### config.mk
export PLATFORM = sky130hd
export DESIGN_NAME = obj_draw_timer
export DESIGN_NICKNAME = d
export VERILOG_FILES = /design/src/hw/obj_pkg.sv /design/src/hw/obj_draw_timer.sv
export SDC_FILE = /design/constraint.sdc
export NUM_CORES = 1
export LEC_CHECK = 0
export ABC_AREA = 1
export BUFFER_PORTS_ARGS = -buffer_cell sky130_fd_sc_hd__buf_2
export CAP_MARGIN = 20
export CORE_AREA = 2 2 62 64
export DETAILED_ROUTE_END_ITERATION = 10
export DIE_AREA = 0 0 64 66
export PLACE_DENSITY = 0.79
export REMOVE_ABC_BUFFERS = 1
export SYNTH_ARGS = -nofsm -noshare
export SYNTH_HDL_FRONTEND = slang
export SYNTH_SLANG_ARGS = --single-unit
### constraint.sdc
create_clock -name clk -period 2.15 [get_ports clk]
set_clock_uncertainty 0.2 [all_clocks]
set_input_delay 0.1075 -clock clk [delete_from_list [all_inputs] [get_ports clk]]
set_output_delay 0.1075 -clock clk [all_outputs]
set_load 0.02 [all_outputs]
### src/hw/obj_pkg.sv
//~~~~~~~~~~~~~~~~~~~~~~~~~~~~~~~~~~~~~~~~~~~~~~~~~
// object table geometry and record types, shared by
// the line scanner, its helpers and the renderer stub
//~~~~~~~~~~~~~~~~~~~~~~~~~~~~~~~~~~~~~~~~~~~~~~~~~
`default_nettype none

package obj_pkg;

    localparam int obj_entries = 256;                // objects per frame table
    localparam int obj_words   = 4;                  // x, y, code, attr
    localparam int tile_px     = 16;                 // tile side, also renderer busy time

    localparam int ent_w    = $clog2(obj_entries);
    localparam int word_w   = $clog2(obj_words);
    localparam int frame_aw = ent_w + word_w;        // table word address

    // word order inside one entry
    localparam logic [word_w-1:0] w_x    = 0;
    localparam logic [word_w-1:0] w_y    = 1;
    localparam logic [word_w-1:0] w_code = 2;
    localparam logic [word_w-1:0] w_attr = 3;

    // attr fields, lsb of each 4-bit count field
    localparam int tile_m = 12;                      // extra rows, bits 15..12
    localparam int tile_n = 8;                       // extra columns, bits 11..8
    localparam int vflip  = 6;
    localparam int hflip  = 5;

    typedef struct packed {
        logic [8:0]  x;
        logic [9:0]  y;
        logic [15:0] code;
        logic [15:0] attr;
    } obj_entry_t;

    // one tile handed to the renderer
    typedef struct packed {
        logic [15:0] code;                           // mapped code plus row/column
        logic [15:0] attr;                           // {0, vsub, attr[7:0]}
        logic [8:0]  hpos;
    } obj_tile_t;

endpackage

`default_nettype wire

### src/hw/obj_draw_timer.sv
//~~~~~~~~~~~~~~~~~~~~~~~~~~~~~~~~~~~~~~~~~~~~~~~~~
// renderer stand-in, takes a tile and stays busy
// for one tile width of pixel clocks
//~~~~~~~~~~~~~~~~~~~~~~~~~~~~~~~~~~~~~~~~~~~~~~~~~
`default_nettype none

module obj_draw_timer (
    input  wire                      clk,
    input  wire                      rst,
    input  wire                      dr_start,
    input  wire obj_pkg::obj_tile_t  dr_tile,
    output logic                     dr_idle,
    output logic                     draw_valid,
    output obj_pkg::obj_tile_t       draw_tile,
    output logic                     draw_busy
);
    import obj_pkg::*;

    logic [4:0] px_cnt;                              // pixels left to draw

    assign draw_busy = px_cnt != 5'd0;
    assign dr_idle   = !draw_valid && !draw_busy;

    always_ff @(posedge clk or posedge rst) begin
        if (rst) begin
            draw_valid <= 1'b0;
            px_cnt     <= 5'd0;
        end else begin
            draw_valid <= dr_start;                  // one cycle after the strobe
            if (draw_valid) begin
                px_cnt <= 5'(tile_px);               // busy starts after the valid pulse
            end else if (draw_busy) begin
                px_cnt <= px_cnt - 5'd1;
            end
        end
    end

    always_ff @(posedge clk) begin
        if (dr_start) begin
            draw_tile <= dr_tile;
        end
    end

endmodule

`default_nettype wire

==> qor.csv <==
stage;metric;value;unit
final_layout;synthToLayoutAreaGrowth;65.9;%
logic_synthesis;synth-edff-count;41;
logic_synthesis;yosysSeqAreaShare;90.4;%
power;netSwitchingPower;0.566;mW
setup_path;end_kind;output port;
setup_path;required;1.84;ns
power;power_frac_comb;23.0;%
setup_path;start_kind;register;
floorplanning;die-area;4220;um2
routing;drc;0;
routing;first_pass_iters;4;
job;max_cap_viol_count;0;
sta;tightest_slew;0.228;ns
setup_path;critPathArrivalTime;1.62;ns
power;vdd_drop_max;0.533;mV
global_route;grt_pass1_wl;5880;um
setup_path;critPathTopFamily;flip-flops;
placement;port_buffers;87;
floorplanning;fp.coreArea;3550;um2
floorplanning;die_h;66;um
sta;setup_ws;0.223;ns
setup_path;critPathKind;reg -> out;
sta;fin_hold_ws;0.267;ns
placement;placed_cell_area;2040;um2
logic_synthesis;yosysUniqueCellTypes;12;
logic_synthesis;syn_avg_cell_area;20.1;um2
final_layout;final_layout_size_suffix_gt1_share;46.0;%
power;clkPwrFrac;19.0;%
logic_synthesis;synth_top_area_cell;edfxtp_1;
worst_hold_path;hold_class;in -> reg;
sta;setup_violations;0;
final_layout;final_util;71.4;%
setup_path;crit_chain;inv_1, ha_1, nand3_2, nor2_4, buf_2;
final_layout;diodes;0;
sta;fmax;519;MHz
power;p_sw_share;28.5;%
power;p_leak;1.14;nW
floorplanning;initial_core_util;43.0;%
logic_synthesis;async_flop_share;12.8;%
final_layout;final_cell_area;2530;um2
cts;clock_latency;0.33;ns
logic_synthesis;ys_ff_latch;47;
logic_synthesis;synthCells;76;
logic_synthesis;synth_ff_type;edfxtp_1;
logic_synthesis;netlist_area;1530;um2
cts;cts_sinks;47;
global_route;grt_max_degree;43;
routing;routed_wl;3810;um
power;internal_power;1.42;mW
logic_synthesis;yosys.cell_count.top_type;edfxtp_1;
cts;cts_made_buffers;5;
placement;dpl.hpwl;2270;um
cts;clockBufferDepth;2;
sta;period_share;89.6;%
logic_synthesis;netlist_top_cells_count;41 x edfxtp_1, 8 x nand2_1, 7 x inv_1;
sta;hold_viol;0;
placement;gp_congestion;0.709;
routing;vias;1145;
cts;cts.repair.resized;0;
cts;clkSlewWorstSetupHoldPaths;0.13;ns
sta;rsz0062_at_grt;no;
cts;cts_tree;done;
outcome;outcome;complete, no violations;
setup_path;crit_buf_inv;2;
global_route;grt_pass1_vias;1301;
final_layout;nNetsFinal;260;
setup_path;cpPeakStageDelay;0.41;ns
sta;tns;0;ns
sta;finalCriticalPeriod;1.93;ns
global_route;grt.overflow.total;0;
floorplanning;rows;22;
logic_synthesis;synth_top_area_share;80.6;%
setup_path;crit_slowest_cell;dfrtp_1;
routing;ant_nets;0;
logic_synthesis;yosysWarnings;0;
logic_synthesis;yosys-top-cells-area;edfxtp_1 81%, dfrtp_1 9.8%, nand2_1 2.0%;
global_route;grt_use_total;19.5;%
setup_path;cp_max_fo;6;
floorplanning;ioPinCount;88;
floorplanning;die_x;64;um
sta;slew_headroom;84.8;%
routing;first_iter_violations;59;
power;pwr-share-seq;58.0;%
power;p_per_area;782;nW/um2
cts;cts-root-buf;clkbuf_4;
global_route;antenna_found_initial;0;
sta;slew_viol_final;0;
placement;dp_slack;0.605;ns
routing;via_per_inst;4.35;
routing;wl_per_cell;14.5;um
cts;cts.htree.levels;2;
## routing by layer
metal	GRT usage (%)	vias up	routed length, um
li1	-	547	-
met1	16.9	545	1180
met2	39.5	43	2310
met3	4.60	10	191
met4	11.4	0	126
met5	0	-	0
## final timing paths
path / depth (start not counted) / end / start / slack [ns]
max in group asynchronous: 4 / px_cnt[1] / rst / 1.01
worst min-delay path: 2 / draw_tile[37] / dr_tile[37] / 0.27
worst max-delay path: 5 / dr_idle / px_cnt[0] / 0.22
min in group asynchronous: 4 / px_cnt[2] / rst / 0.55
worst min register to register: 2 / px_cnt[4] / px_cnt[4] / 0.29
worst max register to register: 5 / px_cnt[3] / px_cnt[0] / 0.68
## stage by stage
| step | cells | power (mW) |
|---|---|---|
| 3_5_place_dp | 212 | 1.56 |
| 4_1_cts | 263 | 2.00 |
| 3_3_place_gp | 212 | 1.53 |
| 2_1_floorplan | 76 | 1.40 |
| 6_report | 263 | 1.98 |
| 5_1_grt | 263 | 2.10 |
## state kept, by name, summed over array words and instances, names as in the netlist
name        cells
draw_tile      41
px_cnt          5
draw_valid      1
## worst register-to-register path, cell delays in order (launching register included)
cell and delay [ns]:
dfrtp_1 0.41, inv_1 0.12, ha_1 0.25, nand3_2 0.18, nor2_4 0.14, nor2_1 0.06
## logic make-up (layout without fill, tap and decap cells)
family | Yosys count | count (layout) | share of synthesized area, %
XOR/XNOR | 1 | 1 | 0.573
adder cells (fa/ha/maj) | 1 | 1 | 0.819
buffers and inverters | 7 | 146 | 1.72
AND/OR/NAND/NOR | 20 | 20 | 6.47
flip-flops | 47 | 47 | 90.4
## final cells by class
cell class / count / area, um2
multi-input combinational: 22 / 120
tap: 48 / 60.1
timing repair buffer: 132 / 896
inverter: 7 / 26.3
clock inverter: 2 / 13.8
sequential: 47 / 1380
clock buffer: 5 / 37.5
fill: 238 / 1020
## cell usage in the layout, fill, tap and decap left out, drive strengths merged
cell type | netlist | final
xor2 | 1 | 1
clkinv | 0 | 2
nand2 | 9 | 9
dlygate4sd3 | 0 | 44
inv | 7 | 7
dfrtp | 6 | 6
clkbuf | 0 | 5
edfxtp | 41 | 41
ha | 1 | 1
nor2 | 6 | 6
nand3 | 5 | 5
buf | 0 | 88
## repair_timing
item                                   in CTS  in global routing
buffers inserted                            0                  0
endpoints found under the hold margin      48                  0
setup endpoints to repair                   0                  0
hold buffers                               44                  0
## power groups by stage
stage	sequential [mW]	combinational [mW]	clock [mW]
floorplan	1.25	0.152	0
global placement	1.16	0.366	0
detailed placement	1.17	0.393	0
CTS	1.15	0.454	0.393
global route	1.16	0.504	0.432
finish	1.15	0.456	0.377
Note: power is estimated with default switching activity, not from simulation.
