<file path="config.mk">
export PLATFORM = sky130hd
export DESIGN_NAME = gfx_bank_mapper
export DESIGN_NICKNAME = d
export VERILOG_FILES = /design/src/hw/gfx_bank_mapper.sv
export SDC_FILE = /design/constraint.sdc
export NUM_CORES = 1
export LEC_CHECK = 0
export ABC_AREA = 1
export BUFFER_PORTS_ARGS = -buffer_cell sky130_fd_sc_hd__clkbuf_2
export CAP_MARGIN = 20
export CORE_AREA = 2 2 39 41
export CTS_CLUSTER_SIZE = 20
export DETAILED_ROUTE_END_ITERATION = 10
export DIE_AREA = 0 0 41 43
export GPL_TIMING_DRIVEN = 0
export SETUP_SLACK_MARGIN = 0.05
export SYNTH_ARGS = -nofsm -noshare
export SYNTH_HDL_FRONTEND = slang
export SYNTH_SLANG_ARGS = --single-unit
</file>
<file path="constraint.sdc">
create_clock -name clk -period 0.8 [get_ports clk]
set_input_delay 0.2 -clock clk [delete_from_list [all_inputs] [get_ports clk]]
set_output_delay 0.2 -clock clk [all_outputs]
set_load 0.01 [all_outputs]
</file>
<file path="src/hw/gfx_bank_mapper.sv">
//~~~~~~~~~~~~~~~~~~~~~~~~~~~~~~~~~~~~~~~~~~~~~~~~~
// tile code bank translation, one offset/mask rule
// in place of the per-game mapper tables
//~~~~~~~~~~~~~~~~~~~~~~~~~~~~~~~~~~~~~~~~~~~~~~~~~
`default_nettype none

module gfx_bank_mapper (
    input  wire        clk,
    input  wire        rst,
    input  wire  [3:0] bank_in,                      // top nibble of the tile code
    input  wire  [3:0] bank_offset,
    input  wire  [3:0] bank_mask,
    output logic [3:0] bank_out,
    output logic       unmapped
);

    logic [3:0] outside;

    // bank bits the mask does not allow
    assign outside = bank_in & ~bank_mask;

    always_ff @(posedge clk or posedge rst) begin
        if (rst) begin
            bank_out <= 4'd0;
            unmapped <= 1'b0;
        end else begin
            bank_out <= (bank_in & bank_mask) | bank_offset;
            unmapped <= |outside;                    // code not in this bank
        end
    end

endmodule

`default_nettype wire

</file>
==> flow_summary.yaml, run 1 <==
status:
  status: "complete, but fails checks"
  violations: "setup timing"
layout:
  fin_area_um2: 362
  fillers: 159
  area_growth_pct: 73.1
  final_cells: 62
  drive_gt1_share_pct: 47.8
  post-route-util_pct: 26.1
  antenna_cells: 0
  layout.nets: 61
timing:
  holdWs_ns: 0.141
  period_share_pct: 114
  max_freq_mhz: 1090
  relSlewSlack_pct: 87.9
  layout_min_cycle_time_ns: 0.913
  rsz0062_at_grt: "yes"
  maxSlewViolCount: 0
  setup_viol: 5
  hold_viol_final: 0
  finalSetupTns_ns: -0.548
  worst_slack_ns: -0.113
  tightest_slew_ns: 0.182
worst_hold_path:
  min_path_type: "in2reg"
  hold_start: "bank_offset[2]"
route:
  viasPerCell: 3.53
  drt_pass1_iterations: 1
  met1Wirelength_um: 112
  dr_wl_met2_um: 290
  route.met3.wl_um: 42
  route.detailed.drc: 0
  ant_nets: 0
  dr.max_layer_used: "met3"
  wl_um: 444
  wl_per_cell_um: 7.16
  drtIter0Drc: 0
  vias: 219
floorplanning:
  core_um2: 1380
  die_width_um: 41
  initial_utilization_pct: 15.1
  pin_count: 19
  dieArea_um2: 1760
  rows: 14
  die_h_um: 43
worst_setup_path:
  path_cells: "buf_6"
  cp_top_family: "flip-flops"
  critical_path.max_fanout: 1
  worstPathArrival_ns: 0.71
  path_class: "reg2out"
  crit_slowest_cell: "dfrtp_1"
  crit_required_ns: 0.60
  cp-end-kind: "output pin"
  worst-path-buf-inv: 1
  crit_path_start: "unmapped"
  cpPeakStageDelay_ns: 0.36
  startpoint_type: "flip-flop"
yosys:
  synth.ff_latch_count: 5
  synth-edff-count: 0
  yosysSeqAreaShare_pct: 59.9
  yosysUniqueCellTypes: 5
  yosys-top-cells-count: "inv_1, nand2_1, dfrtp_1"
  syn_avg_cell_area_um2: 9.08
  yosys-top-cells-area: "dfrtp_1, inv_1, nand2_1"
  ys_warn_count: 0
  synth_nets: 37
  synth-async-reset-ratio_pct: 100
  syn_area_um2: 209
  synthCells: 23
  synth_top_area_share_pct: 59.9
  synth_flop_cell: "dfrtp_1"
  synth_top_area_cell: "dfrtp_1"
flow_run:
  drv_cap: 0
grt:
  grt_usage_pct: 6.34
  grt.overflow.total: 0
  grt_start_max_net_pins: 6
  grt_pass1_vias: 216
  antenna_found_initial: 0
  grt_pass1_wl_um: 662
clock_tree:
  htreeDepth: 1
  cts_tree: "built"
  cts_buffer_depth: 2
  cts-root-buf: "clkbuf_4"
  post-cts-setup-buffer-count: 0
  clkTransAtPathRegs_ns: 0.04
  clock-sinks: 5
  cts_buffers: 3
power:
  p_per_area_nw_per_um2: 1830
  p_leak_nw: 0.229
  ir_drop_mv: 0.403
  design_power_total_uw: 661
placed_design:
  dp.cells: 57
  io_buffers: 18
  place.gp.congestion: 0.583
  dpl_cell_area_um2: 319
  detailedPlacementHpwl_um: 399
  dpl_worst_slack_ns: 0.132
[registers in the layout, summed over array words and instances (netlist names)]
signal and flops:
bank_out 4, unmapped 1
[layout make-up]
cell class | count | area [µm²] | area share [%]
timing repair buffer | 19 | 106 | 29.4
tap | 16 | 20.0 | 5.54
multi-input combinational | 11 | 57.6 | 15.9
clock buffer | 4 | 26.3 | 7.27
sequential | 5 | 125 | 34.6
inverter | 7 | 26.3 | 7.27
[metal layers]
layer | up-vias | track usage (%)
li1 | 113 | -
met1 | 100 | 2.59
met2 | 6 | 11.3
met3 | 0 | 5.24
met4 | 0 | 6.00
met5 | - | 0
[final timing paths]
kind                                to  slack [ns]  cells past startpoint
worst min-delay path       bank_out[2]        0.14                      2
min in group asynchronous  bank_out[1]        0.39                      3
max in group asynchronous  bank_out[0]        0.25                      3
worst max-delay path          unmapped       -0.11                      1
[cell usage in the layout, fill, tap and decap left out]
cell / netlist / routed
inv_1: 7 / 7
a21o_2: 1 / 1
clkbuf_4: 0 / 3
clkbuf_2: 0 / 17
clkbuf_1: 0 / 1
dlygate4sd3_1: 0 / 1
a21o_1: 3 / 3
dfrtp_1: 5 / 5
nand2_1: 7 / 7
buf_6: 0 / 1
[repair_timing]
| action | in CTS | in global routing |
|---|---|---|
| hold buffers | 1 | 0 |
| gates resized for setup | 0 | 2 |
| endpoints found under the hold margin | 5 | 0 |
| endpoints found under the setup margin | 5 | 5 |
[cells by family after synthesis]
group | after synthesis | synth area share (%)
buffers and inverters | 7 | 12.6
and+or+nand+nor | 7 | 12.6
AOI/OAI and AO/OA | 4 | 15.0
DFF | 5 | 59.9
[power by group]
part,total (mW),internal [mW],leakage [nW],switching (mW)
clock network,0.283,0.188,0.0150,0.0953
registers,0.276,0.271,0.0546,0.00506
logic,0.102,0.0574,0.159,0.0447
Note: power is estimated with default switching activity, not from simulation.
==> inputs of run 2 (changes only) <==
--- a/config.mk
+++ b/config.mk
@@ -6,12 +6,13 @@
 export NUM_CORES = 1
 export LEC_CHECK = 0
 export ABC_AREA = 1
-export BUFFER_PORTS_ARGS = -buffer_cell sky130_fd_sc_hd__clkbuf_2
 export CAP_MARGIN = 20
 export CORE_AREA = 2 2 39 41
+export CTS_BUF_LIST = sky130_fd_sc_hd__clkbuf_2
 export CTS_CLUSTER_SIZE = 20
 export DETAILED_ROUTE_END_ITERATION = 10
 export DIE_AREA = 0 0 41 43
+export DONT_BUFFER_PORTS = 1
 export GPL_TIMING_DRIVEN = 0
 export SETUP_SLACK_MARGIN = 0.05
 export SYNTH_ARGS = -nofsm -noshare
==> run 2 against run 1 <==
The flow still finishes with violations (setup timing). Power is 16% lower. Die area did not move. Sequential share of layout area is 14 points higher. Cell area fell by 28%. Global-route usage decreased by 0.29 points. Clock-buffer cell count unchanged. Clock power shrank 19%. Largest cell class unchanged.
==> flow_summary.yaml, run 2 (same netlist as run 1, synthesis figures left out) <==
route:
  wl_per_cell_um: 9.07
  drt_pass1_iterations: 1
  vias: 142
  viasPerCell: 3.23
  wl_um: 399
  ant_nets: 0
  drtIter0Drc: 0
  route.detailed.drc: 0
grt:
  grt.overflow.total: 0
  antenna_found_initial: 0
  grt_pass1_vias: 175
  grt_usage_pct: 6.05
  grt_pass1_wl_um: 621
  grt_start_max_net_pins: 6
layout:
  area_growth_pct: 24.0
  multiInputGateArea_um2: 57.6
  layout.nets: 43
  fillers: 163
  drive_gt1_share_pct: 17.9
  seq_area_um2: 125
  antenna_cells: 0
  layout_common_cells: "inv_1, nand2_1, dfrtp_1"
  regMostFlops: "bank_out"
  largest_reg_flops: 4
  largest_registers: "bank_out x4, unmapped x1"
  post-route-util_pct: 18.7
clock_tree:
  clkTransAtPathRegs_ns: 0.06
  clock-sinks: 5
  postCtsResizedCells: 0
  post-cts-setup-buffer-count: 0
  htreeDepth: 1
  cts-root-buf: "clkbuf_2"
  cts_buffers: 3
  cts_tree: "built"
  cts_buffer_depth: 2
floorplanning:
  rows: 14
  die_width_um: 41
  dieArea_um2: 1760
  core_um2: 1380
  die_h_um: 43
  pin_count: 19
  initial_utilization_pct: 15.1
power:
  p_leak_nw: 0.154
  ir_drop_mv: 0.441
  p_per_area_nw_per_um2: 2130
timing:
  layout_min_cycle_time_ns: 0.812
  max_freq_mhz: 1230
  holdWs_ns: 0.0790
  worst_slack_ns: -0.0120
  tightest_slew_ns: 0.189
  period_share_pct: 102
  setup_viol: 5
  relSlewSlack_pct: 87.4
  hold_viol_final: 0
  rsz0062_at_grt: "yes"
  maxSlewViolCount: 0
status:
  status: "complete, but fails checks"
  violations: "setup timing"
flow_run:
  drv_cap: 0
worst_setup_path:
  cp-end-kind: "output pin"
  worstPathArrival_ns: 0.61
  crit_required_ns: 0.60
  path_class: "reg2out"
  startpoint_type: "flip-flop"
  critical_path.max_fanout: 1
placed_design:
  detailedPlacementHpwl_um: 345
  place.gp.congestion: 0.558
  io_buffers: 0
worst_hold_path:
  min_path_type: "in2reg"
-- run 2: path summary, 6_finish.rpt --
kind	slack [ns]	end	start	depth (start not counted)
max	-0.01	bank_out[3]	bank_out[3]	0
max in group asynchronous	0.30	bank_out[1]	rst	2
min	0.08	bank_out[2]	bank_offset[2]	1
min in group asynchronous	0.32	unmapped	rst	2
-- run 2: area by class of cell --
class / instances / share of cell area, %
multi-input cells: 11 / 22.2
inverters: 7 / 10.1
flip-flops and latches: 5 / 48.3
well taps: 16 / 7.73
repair buffers: 1 / 3.86
clock buffers: 4 / 7.73
-- run 2: through the flow --
step	std cells	cell area [µm²]	setup WS [ns]	power, mW	setup TNS [ns]
after global placement	39	229	0.215	0.325	0
after floorplan	23	209	0.224	0.318	0
after global routing	44	259	-0.0562	0.600	-0.261
final	44	259	-0.0120	0.552	-0.0447
after detailed placement	39	229	0.212	0.326	0
after CTS	44	259	-0.0301	0.569	-0.140
-- run 2: power by group --
part,switching [mW],internal (mW)
combinational,0.0172,0.0195
sequential,0.0153,0.271
clock,0.0974,0.132
total,0.130,0.423
-- run 2: what timing repair did --
item	4_1_cts	5_1_grt
endpoints found under the hold margin	5	0
hold buffers	1	0
endpoints found under the setup margin	5	5
-- run 2: per-layer routing --
metal | track usage [%] | vias up | wire length (µm)
li1 | - | 76 | -
met1 | 2.61 | 60 | 98
met2 | 10.0 | 6 | 242
met3 | 5.76 | 0 | 57
met4 | 6.00 | 0 | 0
met5 | 0 | - | 0
