### src/hw/obj_pkg.sv
//~~~~~~~~~~~~~~~~~~~~~~~~~~~~~~~~~~~~~~~~~~~~~~~~~
// object table geometry and record types, shared by
// the line scanner, its helpers and the renderer stub
//~~~~~~~~~~~~~~~~~~~~~~~~~~~~~~~~~~~~~~~~~~~~~~~~~
`default_nettype none

package obj_pkg;

    localparam int obj_entries = 256;                // objects per frame table
    localparam int obj_words   = 4;                  // x, y, code, attr
    localparam int tile_px     = 16;                 // tile side, also renderer busy time

    localparam int ent_w    = $clog2(obj_entries);
    localparam int word_w   = $clog2(obj_words);
    localparam int frame_aw = ent_w + word_w;        // table word address

    // word order inside one entry
    localparam logic [word_w-1:0] w_x    = 0;
    localparam logic [word_w-1:0] w_y    = 1;
    localparam logic [word_w-1:0] w_code = 2;
    localparam logic [word_w-1:0] w_attr = 3;

    // attr fields, lsb of each 4-bit count field
    localparam int tile_m = 12;                      // extra rows, bits 15..12
    localparam int tile_n = 8;                       // extra columns, bits 11..8
    localparam int vflip  = 6;
    localparam int hflip  = 5;

    typedef struct packed {
        logic [8:0]  x;
        logic [9:0]  y;
        logic [15:0] code;
        logic [15:0] attr;
    } obj_entry_t;

    // one tile handed to the renderer
    typedef struct packed {
        logic [15:0] code;                           // mapped code plus row/column
        logic [15:0] attr;                           // {0, vsub, attr[7:0]}
        logic [8:0]  hpos;
    } obj_tile_t;

endpackage

`default_nettype wire

### src/hw/obj_tile_match.sv
//~~~~~~~~~~~~~~~~~~~~~~~~~~~~~~~~~~~~~~~~~~~~~~~~~
// vertical zone check and tile row/column selection
// for the entry the scanner currently holds
//~~~~~~~~~~~~~~~~~~~~~~~~~~~~~~~~~~~~~~~~~~~~~~~~~
`default_nettype none

module obj_tile_match (
    input  wire obj_pkg::obj_entry_t entry,
    input  wire [8:0]                vline,          // line after screen flip
    input  wire [3:0]                n,              // column index
    output logic                     inzone,
    output logic [3:0]               vsub,
    output logic [15:0]              code_mn
);
    import obj_pkg::*;

    logic [9:0] dy;
    logic [9:0] zone_h;
    logic [3:0] ext_m;
    logic [3:0] row;
    logic [3:0] row_f;
    logic       v_flip;

    assign ext_m  = entry.attr[tile_m +: 4];
    assign v_flip = entry.attr[vflip];

    // distance from object top, wraps at 1024
    assign dy     = {1'b0, vline} - entry.y;
    assign zone_h = ({6'd0, ext_m} + 10'd1) * 10'(tile_px);
    assign inzone = dy < zone_h;

    assign row   = dy[7:4];                          // dy / 16, only valid in zone
    assign row_f = v_flip ? ext_m - row : row;
    assign vsub  = v_flip ? ~dy[3:0] : dy[3:0];

    // row and column go in per nibble, no carry between them
    assign code_mn = {entry.code[15:8],
                      entry.code[7:4] + row_f,
                      entry.code[3:0] + n};

endmodule

`default_nettype wire

### config.mk
export PLATFORM = sky130hd
export DESIGN_NAME = obj_tile_match
export DESIGN_NICKNAME = d
export VERILOG_FILES = /design/src/hw/obj_pkg.sv /design/src/hw/obj_tile_match.sv
export SDC_FILE = /design/constraint.sdc
export NUM_CORES = 1
export LEC_CHECK = 0
export BUFFER_PORTS_ARGS = -buffer_cell sky130_fd_sc_hd__buf_4
export CAP_MARGIN = 40
export CORE_ASPECT_RATIO = 0.75
export CORE_UTILIZATION = 38
export DETAILED_ROUTE_END_ITERATION = 8
export PLACE_DENSITY = 0.85
export RECOVER_POWER = 100
export SYNTH_ARGS = -nofsm -noshare
export SYNTH_HDL_FRONTEND = slang
export SYNTH_SLANG_ARGS = --single-unit
### constraint.sdc
create_clock -name vclk -period 5.2
set_clock_uncertainty 0.2 [all_clocks]
set_input_delay 1.04 -clock vclk [all_inputs]
set_output_delay 1.04 -clock vclk [all_outputs]
set_load 0.005 [all_outputs]
==> results of run 1 <==
## layout by cell type (no fill, tap or decap), types with 2 or more instances in the layout
cell type / synthesis / layout
sky130_fd_sc_hd__a21o_1: 4 / 4
sky130_fd_sc_hd__a21oi_1: 7 / 6
sky130_fd_sc_hd__a21oi_2: 2 / 3
sky130_fd_sc_hd__buf_4: 8 / 59
sky130_fd_sc_hd__clkbuf_4: 0 / 7
sky130_fd_sc_hd__fa_2: 0 / 3
sky130_fd_sc_hd__ha_1: 24 / 22
sky130_fd_sc_hd__inv_1: 23 / 21
sky130_fd_sc_hd__mux2i_1: 3 / 2
sky130_fd_sc_hd__nand2_1: 6 / 6
sky130_fd_sc_hd__nand3_1: 3 / 3
sky130_fd_sc_hd__nand3b_1: 2 / 2
sky130_fd_sc_hd__nor2b_1: 2 / 2
sky130_fd_sc_hd__o211ai_1: 2 / 2
sky130_fd_sc_hd__o21a_1: 4 / 4
sky130_fd_sc_hd__xnor2_1: 13 / 13
sky130_fd_sc_hd__xor2_1: 8 / 7
## kinds of logic (layout without fill, tap and decap cells)
kind of cell | Yosys count | count (layout) | share of synthesized area (%)
AO/OA/AOI/OAI | 25 | 25 | 18.0
XOR/XNOR | 22 | 22 | 19.8
adder cells (fa/ha/maj) | 28 | 28 | 36.5
buffers and inverters | 32 | 91 | 14.5
multiplexers | 3 | 3 | 2.88
AND/OR/NAND/NOR | 17 | 17 | 8.39
## critical path, stage by stage
cell and delay (ns):
sky130_fd_sc_hd__buf_8 0.11, sky130_fd_sc_hd__inv_12 0.04, sky130_fd_sc_hd__ha_4 0.11, sky130_fd_sc_hd__inv_2 0.03, sky130_fd_sc_hd__fa_2 0.34, sky130_fd_sc_hd__a21o_1 0.17, sky130_fd_sc_hd__a21oi_2 0.18, sky130_fd_sc_hd__xor2_2 0.22
sky130_fd_sc_hd__inv_1 0.07, sky130_fd_sc_hd__ha_2 0.18, sky130_fd_sc_hd__fa_2 0.54, sky130_fd_sc_hd__mux2i_2 0.08, sky130_fd_sc_hd__ha_1 0.29, sky130_fd_sc_hd__a21o_1 0.18, sky130_fd_sc_hd__a21oi_2 0.15, sky130_fd_sc_hd__xor2_1 0.18
sky130_fd_sc_hd__xnor2_1 0.14, sky130_fd_sc_hd__xnor3_1 0.23, sky130_fd_sc_hd__buf_4 0.15
## how the worst max path moves through the flow
stage                      end  slack (ns)  depth (start not counted)
global route        code_mn[7]       -0.61                         19
CTS                 code_mn[7]       -0.53                         19
global placement    code_mn[7]       -0.57                         19
floorplan           code_mn[7]       -0.19                         17
finish              code_mn[7]       -0.47                         19
detailed placement  code_mn[7]       -0.65                         19
## through the flow
stage	setup TNS, ns	hold WS, ns
final	-0.473	1.88
after global routing	-0.624	1.88
after CTS	-0.527	1.88
after detailed placement	-0.863	1.88
after global placement	-0.706	1.88
after floorplan	-0.187	1.96
## area by class of cell
type / count / area [um^2] / area share (%)
inverter: 23 / 98.8 / 6.23
multi-input combinational: 95 / 930 / 58.6
tap: 36 / 45.0 / 2.84
timing repair buffer: 68 / 514 / 32.4
## per-layer routing
| layer | vias up | track usage (%) | wire length (um) |
|---|---|---|---|
| li1 | 535 | - | - |
| met1 | 444 | 20.8 | 1090 |
| met2 | 17 | 29.1 | 1090 |
| met3 | 0 | 0.728 | 66 |
| met4 | 0 | 2.79 | 0 |
| met5 | - | 0 | 0 |
## repair_timing
item / in CTS / in global routing
hold buffers: 0 / 0
resized for setup: 3 / 2
setup buffers: 2 / 1
endpoints found under the hold margin: 0 / 0
setup endpoints to repair: 3 / 3
pin swaps: 10 / 9
## power by group through the flow
stage          clock network, W  logic [W]  registers (W)
4_1_cts                       0   0.000282              0
2_1_floorplan                 0   0.000157              0
5_1_grt                       0   0.000309              0
6_report                      0   0.000278              0
3_5_place_dp                  0   0.000276              0
3_3_place_gp                  0   0.000265              0
==> metrics list, run 1 <==
- Cells after DPL: roughly 220
* Register share of total power: 0%
- Setup-failing EPs final: 1
* Largest net degree at the start of global routing: 10
- Summed over all layers, the global routing overflow is 0.
- For the worst setup path, the data required time is just under 4 ns.
* Number of nets with antenna violations after detailed routing: 0
* Horizontal die dimension: 62.5 um
- Power density relative to cell area: 175 mW/mm^2
- The first global-routing pass estimated between 3 and 4 mm of wire.
- Largest cells by area after synthesis: sky130_fd_sc_hd__ha_1, sky130_fd_sc_hd__xnor2_1, sky130_fd_sc_hd__inv_1, sky130_fd_sc_hd__fa_1, sky130_fd_sc_hd__xor2_1
- The number of different library cells used by synthesis comes to 28.
- Sort of element at the start of the critical path: primary input
* Sequential cell area fraction in the yosys report: 0%
- The first TritonRoute pass finished after 4 iterations.
- Of all nets on the critical path, the largest fanout is 2.
* Internal portion of total power: 0.000161 W
- The worst hold path begins at entry[26].
* Syn Inst Count: 127
- The via count of the first global-routing pass came to 919.
- In this run the cell area of the synthesized design comes to ~0.0010 mm^2.
- CORE AREA: 0.00260 mm^2
- Final hold viol count: 0
- The final reports fail on setup timing.
* Minimum clock period: 5.67 ns
* Post-synthesis net count: approximately 220
* Cell Count, Final, Fillers Out: about 220
* Post-route fraction of the period consumed by the critical path: 109%
- Count of flip-flops and latches: 0
* Class of the tightest hold or removal check: primary input to primary output
* Highest clock rate: roughly 0.18 GHz
- Crit Path Class: primary input to primary output
- The floorplan step defined a die boundary enclosing just under 0.003 mm^2.
- Max cap viols: 0
- Run status: complete, but fails checks
- For this run, the total global-route usage over all layers was measured as around 16%.
- Antenna violations before repair: 0
- Critical Path End Type: primary output
* Iteration-0 DRC count of the detailed router: 21
- Detailed routing inserted a total of roughly 1000 vias.
- Pwr Total: 0.000278 W
- The worst hold path was traced through 0 stages.
* Layout cells sized above 1: between 40% and 50%
- Ranked by instance count, the synthesized netlist is headed by sky130_fd_sc_hd__ha_1, sky130_fd_sc_hd__inv_1, sky130_fd_sc_hd__xnor2_1.
* Starting density of the core: between 40% and 50%
* Per-instance average area after synthesis: approximately 8.2 um^2
- sky130_fd_sc_hd__ha_1 takes more of the synthesized area than any other cell.
- Most common cell in the synthesized netlist: sky130_fd_sc_hd__ha_1
* DRC viols: 0
* Post-Route WL: ~2.2 mm
* Post-route standard cell area excluding fillers: roughly 0.0016 mm^2
* Share of power burned in combinational logic: 100.0%
- Summed over all cells, the static leakage comes to 0.858 nW.
- The worst pin sits at a relative slew slack of between 70% and 80%.
* Switch share: about two fifths
- 85 I/O pins were placed.
* Average vias per placed instance: around 4.5
- Yosys printed 0 warnings.
* Area Overhead vs Synth: 52.2%
- Detailed Place HPWL: a little over 2 mm
- 0 antenna diodes ended up in the layout.
* Largest voltage drop on the vdd net: ~0.15 mV
* Final Util: between 60 and 70%
- For the pin with the worst max-slew slack, the measured transition is about 0.34 ns.
- Fill cells in the final layout number between 200 and 250.
- The number of slew-limit violations in the final report is 0.
- In this run the tool buffered the top-level ports with 49 buffer cells.
- Area after detailed placement: 0.00155 mm^2
- Number of clock buffers in the layout: 0
- Worst setup slack before clock tree synthesis: -0.651 ns
- NumNets Final: 280
- Vertical die dimension: ~47 um
* Crit path from: vline[0]
- The sequential cells in the finished layout cover a total of 0 um^2.
* Hold-critical path endpoint: code_mn[10]
* Top cell type's share of synthesized area: between 20% and 30%
- In this run the power spent charging and discharging nets is around 0.00012 W.
- Share of total power in the clock network: 0%
- Setup slack on the critical path of the routed design comes to -0.473 ns.
* Setup repair after global routing missed its margin: yes
* Number of cell rows: 16
* Worst path arrival time: roughly 4.4 ns
- Placer Congestion: approximately 0.74
- Dividing the detail-routed wire length by the instance count gives about 10 um.
Note: power is estimated with default switching activity, not from simulation.
==> inputs of run 2 (changes only) <==
--- a/config.mk
+++ b/config.mk
@@ -8,9 +8,9 @@
 export BUFFER_PORTS_ARGS = -buffer_cell sky130_fd_sc_hd__buf_4
 export CAP_MARGIN = 40
 export CORE_ASPECT_RATIO = 0.75
-export CORE_UTILIZATION = 38
+export CORE_UTILIZATION = 42
 export DETAILED_ROUTE_END_ITERATION = 8
-export PLACE_DENSITY = 0.85
+export PLACE_DENSITY = 0.89
 export RECOVER_POWER = 100
 export SYNTH_ARGS = -nofsm -noshare
 export SYNTH_HDL_FRONTEND = slang
==> constraint.sdc (replaced) <==
create_clock -name vclk -period 6.3
set_clock_uncertainty 0.2 [all_clocks]
set_input_delay 1.26 -clock vclk [all_inputs]
set_output_delay 1.26 -clock vclk [all_outputs]
set_load 0.005 [all_outputs]
==> run 2 against run 1 <==
  * The run still ends with setup timing left
  * Global-route usage up 5.6 points
  * Wire length up 35%
  * Sequential share of layout area unchanged
  * Largest power group unchanged
  * Largest cell class unchanged
  * Highest routed layer is now met4
  * Critical path depth stayed put
  * Die area fell by 9.2%
  * Critical path type unchanged
  * Worst setup slack gained 0.43 ns
  * Combinational power shrank 9.7%
  * First-iteration DRC count decreased by 9.5%
  * Utilization grew 5.8 points
  * Power down 9.9%
==> metrics list, run 2 (synthesized netlist as in run 1, its figures left out) <==
- From synthesis to final layout, the design area changed by 48.9%.
- Critical Path End Type: primary output
* Multi-input gate area: ~930 um^2
- Post-Route WL: 3.03 mm
- The region available for standard cell placement spans roughly 0.0023 mm^2.
- The via count of the first global-routing pass is ~1100.
- Power density relative to cell area: 161 mW/mm^2
- In the finished design the tool counted flip-flops and latches totalling 0.
- Entering global routing, the biggest net connects 10 pins.
- Horizontal die dimension: 59.6 um
- Crit-path leading delay family: adder cells
- Vertical die dimension: ~45 um
- The worst path uses 101% of the clock period.
- The congestion estimate from routability-driven global placement came to 0.795.
* Hold path cells: 0
- Largest voltage drop on the vdd net: between 0.09 and 0.1 mV
* CTS Hold Bufs: 0
- Setup repair after global routing could not meet its margin everywhere.
- NumNets Final: about 280
- Setup violations remaining at the end of the flow were counted as 1.
- Detailed Place HPWL: approximately 2.2 mm
- Summing all flip-flop and latch instances after layout gives 0 um^2.
* Final worst slack: -0.0458 ns
* Measured slew at the worst slew-check pin: between 0.2 and 0.3 ns
- Number of vias after detailed routing: 1082
- Iteration-0 DRC count of the detailed router: 19
* Number of clock buffers in the layout: 0
* DRC viols: 0
- Summing internal, switching and leakage power gives about 0.00025 W.
- The floorplan step defined a die boundary enclosing 0.00269 mm^2.
- Routed wirelength normalized by instance count: 13.9 um
- Layout cells sized above 1: 42.6%
- Max stage delay cell, worst path: sky130_fd_sc_hd__fa_1
- Data required time at the worst endpoint: 4.84 ns
- In this design, the stage delay of the slowest critical-path cell is between 0.4 and 0.5 ns.
- The first global-routing pass estimated ~4.4 mm of wire.
* Worst path arrival time: approximately 4.9 ns
- Global route overflow: 0
- Counting both buffers and inverters, the worst setup path holds a total of 5.
- Number of nets with antenna violations after detailed routing: 0
- The setup path with the least slack is of type primary input to primary output.
- Average vias per placed instance: between 4 and 5
- Cell chain of the critical path: buf_6, inv_4, ha_4, inv_2, fa_2, a21o_1, a21oi_2, xor2_2, inv_2, ha_4, fa_1, mux2i_2, ha_1, a21o_1, a21oi_2, xor2_1, xnor2_1, xnor3_1, buf_4
- Max cap viols: 0
* Antenna violations before repair: 0
- Global routing consumed, over all layers together, roughly a fifth of the routing resources.
- Based on the critical path, the design can be clocked at up to about 0.16 GHz.
- For this run, the detailed router's first-pass iteration total came to 4.
- Hold-critical path endpoint: code_mn[10]
* TNS Setup: -0.0458 ns
* Violations in the final reports: setup timing
- The tightest min-delay check is of the primary input to primary output type.
* Number of cell rows: 15
- For this configuration, the core starts out at a cell density of 44.8%.
- Final hold viol count: 0
- STA classifies the critical path startpoint as a primary input.
* Min-Delay Startpoint: entry[26]
* Top library cells by usage in the layout, fill and taps aside: sky130_fd_sc_hd__buf_4, sky130_fd_sc_hd__ha_1, sky130_fd_sc_hd__inv_1
* # fillers: 186
- Counting I/O delays and the setup requirement, the final critical path takes around 6.3 ns.
- Largest fanout on the critical path: 2
- Input and output buffers added on the ports amount to 49.
- Top-Level Pins: 85
- The number of slew-limit violations in the final report was 0.
- Most common library cell in the layout ignoring fill and taps: sky130_fd_sc_hd__buf_4
- The run finished, with violations left.
* Relative slew margins: between 80% and 90%
* LEAKAGE: 0.841 nW
- Antenna cell count: 0
[run 2: final cells by class]
class / instances / area share [%]
timing repair buffer: 65 / 31.4
tap: 34 / 2.74
multi-input combinational: 95 / 60.1
inverter: 23 / 5.72
[run 2: worst max path at each step]
stage,from,end,slack [ns],cells past startpoint
after floorplan,vline[0],code_mn[7],0.35,17
after global placement,vline[0],code_mn[7],0.01,19
after detailed placement,vline[0],code_mn[7],-0.07,19
after CTS,vline[0],code_mn[7],0.02,19
after global routing,vline[0],code_mn[7],-0.22,19
final,vline[0],code_mn[7],-0.05,19
[run 2: power breakdown]
part	total (W)	switching (W)	internal, W
clock network	0	0	0
registers	0	0	0
logic	0.000251	0.000110	0.000141
[run 2: per-stage QoR]
step           std cells  worst slack, ns  hold WS, ns  util (%)  cell area [um^2]
2_1_floorplan        127            0.354         2.40         -              1040
3_3_place_gp         205           0.0105         2.32      61.0              1420
3_5_place_dp         205          -0.0677         2.32      61.0              1420
4_1_cts              214           0.0240         2.32      64.1              1490
5_1_grt              217           -0.216         2.32      66.8              1550
6_report             217          -0.0458         2.32      66.8              1550
[run 2: routing by layer]
layer  GRT usage (%)  wire (um)  vias to the layer above
li1                -          -                      528
met1            22.7       1170                      510
met2            44.0       1670                       36
met3            2.29        128                        8
met4            5.58         57                        0
met5               0          0                        -
[run 2: repair_timing]
item                                    CTS  global route
buffers inserted                          9             3
resized for setup                         2            11
pin swaps                                 1            11
endpoints found under the setup margin    1             1
==> inputs of run 3 (changes only) <==
--- a/config.mk
+++ b/config.mk
@@ -12,6 +12,7 @@
 export DETAILED_ROUTE_END_ITERATION = 8
 export PLACE_DENSITY = 0.89
 export RECOVER_POWER = 100
+export REMOVE_ABC_BUFFERS = 1
 export SYNTH_ARGS = -nofsm -noshare
 export SYNTH_HDL_FRONTEND = slang
 export SYNTH_SLANG_ARGS = --single-unit
==> constraint.sdc (replaced) <==
create_clock -name vclk -period 6.7
set_clock_uncertainty 0.2 [all_clocks]
set_input_delay 1.34 -clock vclk [all_inputs]
set_output_delay 1.34 -clock vclk [all_outputs]
set_load 0.005 [all_outputs]
==> run 3 against run 2 <==
  * The run now ends clean
  * First-iteration DRC count up 16%
  * Via count shrank 9.7%
  * Power is 22% lower
  * Global-route usage fell by 3.0 points
  * Non-clock buffer count is 13 lower
  * Cell count down 6.0%
  * Flip-flop and latch count unchanged
  * Worst setup slack better by 0.27 ns
  * Hold slack improved by 0.16 ns
  * Critical path depth unchanged
  * Wire length is 21% lower
  * Largest cell class unchanged
  * Highest routed layer is now met3
==> metrics list, run 3 (synthesized netlist as in run 1, its figures left out) <==
* Setup-failing EPs final: 0
* Global-route wire length before repair: 3.92 mm
* Data required time at the worst endpoint: between 5 and 6 ns
- The analysis attributes to cell leakage a power of about 0.78 nW.
- The worst-case IR drop observed on VDD is about 0.098 mV.
- Largest stage delay, worst path: approximately 0.46 ns
* Most common library cell in the layout ignoring fill and taps: sky130_fd_sc_hd__buf_4
* Top-Level Pins: 85
* DRC viols: 0
- 0 antenna diodes ended up in the layout.
- Iteration-0 DRC count of the detailed router: 22
- Switch share: 43.8%
- Layout cells sized above 1: between 30% and 40%
- Once the floorplan was initialized, standard cells occupied between 40 and 50% of the core.
* Minimum clock period: ~6.5 ns
* Internal portion of total power: roughly 0.00011 W
- In this run the core area contains 15 standard-cell rows.
- Top library cells by usage in the layout, fill and taps aside: sky130_fd_sc_hd__buf_4, sky130_fd_sc_hd__ha_1, sky130_fd_sc_hd__inv_1
- Global routing used ~18% of the available tracks.
- Measured slew at the worst slew-check pin: ~0.34 ns
- Average vias per placed instance: between 4 and 5
- The number of slew-limit violations in the final report came to 0.
- Via count of the first global-routing pass: 969
- The count of endpoints failing hold in the final timing report is 0.
- CORE AREA: about 0.0023 mm^2
- Area Overhead vs Synth: 37.3%
* Buffers and inverters on the worst path: 5
* Highest clock rate: around 0.15 GHz
- Placer Congestion: between 0.7 and 0.8
- The flow ran to the end, and the final reports show no timing, DRC or antenna violations.
* Worst setup slack before clock tree synthesis: about 0.14 ns
* Critical Path End Type: primary output
- Area of the die: 0.00269 mm^2
- Final worst slack: ~0.22 ns
- Detailed placement ended at an HPWL of ~2.1 mm.
- The tightest min-delay check is of the primary input to primary output type.
- Global routing usage on met2: 33.9%
- Of the total power, the clock network draws 0%.
- The detail route stage leaves a number of antenna-violating nets equal to 0.
* TNS Setup: 0 ns
- The final layout contains a sequential cell count of 0.
- Wires add up to 2.40 mm.
* Antenna violations before repair: 0
- Total iterations of the first detailed-routing run: 2
* Number of buffers added on ports: 49
- The global routing stage identified its most utilized layer as met2.
- Max cap viols: 0
* Number of clock buffers in the layout: 0
* Net Switching: between 0.00008 and 0.00009 W
* Storage element area: 0 um^2
- Routed wirelength normalized by instance count: between 10 and 15 um
- The worst setup path is launched from a primary input.
- Global routing finished with a remaining overflow of 0.
- For this run, global-route usage on met1 was measured as 21.9%.
- Combinational cells account for 100.0% of the total power.
- Along the worst path, the maximum fanout reaches 3.
- Entering global routing, the biggest net connects 10 pins.
* Register share of total power: 0%
- Power spread over the standard cell area amounts to between 100 and 150 mW/mm^2.
* Post-route fraction of the period consumed by the critical path: a little over nine tenths
* Cell chain of the critical path: buf_4, inv_1, ha_1, inv_1, fa_2, a21o_1, a21oi_4, xor2_2, inv_1, ha_1, fa_1, mux2i_2, ha_1, a21o_1, a21oi_1, xor2_1, xnor2_1, xnor3_1, clkbuf_4
* Horizontal die dimension: between 50 and 60 um
- Setup repair after global routing left no endpoint under its margin.
* Crit Path Class: primary input to primary output
- Crit-path leading delay family: adder cells
- For met3 alone, demand over resource in global routing was under 10%.
* Worst path arrival time: between 4 and 5 ns
- Max stage delay cell, worst path: sky130_fd_sc_hd__fa_1
* Number of vias after detailed routing: between 900 and 1000
- Headroom to the max-slew limit came out at between 70% and 80%.
- Vertical die dimension: 45.2 um
* NumNets Final: about 260
## run 3: cell types whose count changed in the layout (fill, tap and decap cells not counted), moves of 2 or more
cell                       before  now
sky130_fd_sc_hd__inv_1         20   23
sky130_fd_sc_hd__a21oi_2        3    1
sky130_fd_sc_hd__ha_1          22   24
sky130_fd_sc_hd__clkbuf_4       7    9
sky130_fd_sc_hd__buf_4         56   43
sky130_fd_sc_hd__ha_4           2    0
sky130_fd_sc_hd__inv_2          2    0
## run 3: worst paths after layout
kind / slack, ns / start / cells past startpoint / endpoint
max: 0.22 / vline[0] / 19 / code_mn[7]
min: 2.48 / entry[25] / 0 / code_mn[9]
## run 3: per-layer routing
layer | wire length [um] | vias up | share of wire (%)
met5 | 0 | - | 0
met4 | 0 | 0 | 0
met3 | 195 | 0 | 8.1
met2 | 1240 | 31 | 52
met1 | 963 | 446 | 40
li1 | - | 500 | -
## run 3: power groups by stage
stage / Combinational [W] / Clock [W] / Sequential [W]
6_report: 0.000197 / 0 / 0
5_1_grt: 0.000218 / 0 / 0
4_1_cts: 0.000193 / 0 / 0
3_5_place_dp: 0.000191 / 0 / 0
3_3_place_gp: 0.000183 / 0 / 0
2_1_floorplan: 0.000112 / 0 / 0
## run 3: area by class of cell
class,count,area [um^2]
multi-input cells,95,913
fillers,222,895
repair buffers,52,390
inverters,23,86.3
well taps,34,42.5
## run 3: timing repair
action | CTS | global route
resized for setup | 0 | 4
setup endpoints to repair | 0 | 1
setup buffers | 0 | 1
hold buffers | 0 | 0
## run 3: through the flow
stage	cells	hold slack [ns]	util (%)	cell area, um^2	total power [W]
detailed placement	203	2.48	60.3	1400	0.000191
floorplan	118	2.48	-	978	0.000112
CTS	203	2.48	60.3	1400	0.000193
global route	204	2.48	61.6	1430	0.000218
finish	204	2.48	61.6	1430	0.000197
global placement	203	2.48	60.3	1400	0.000183
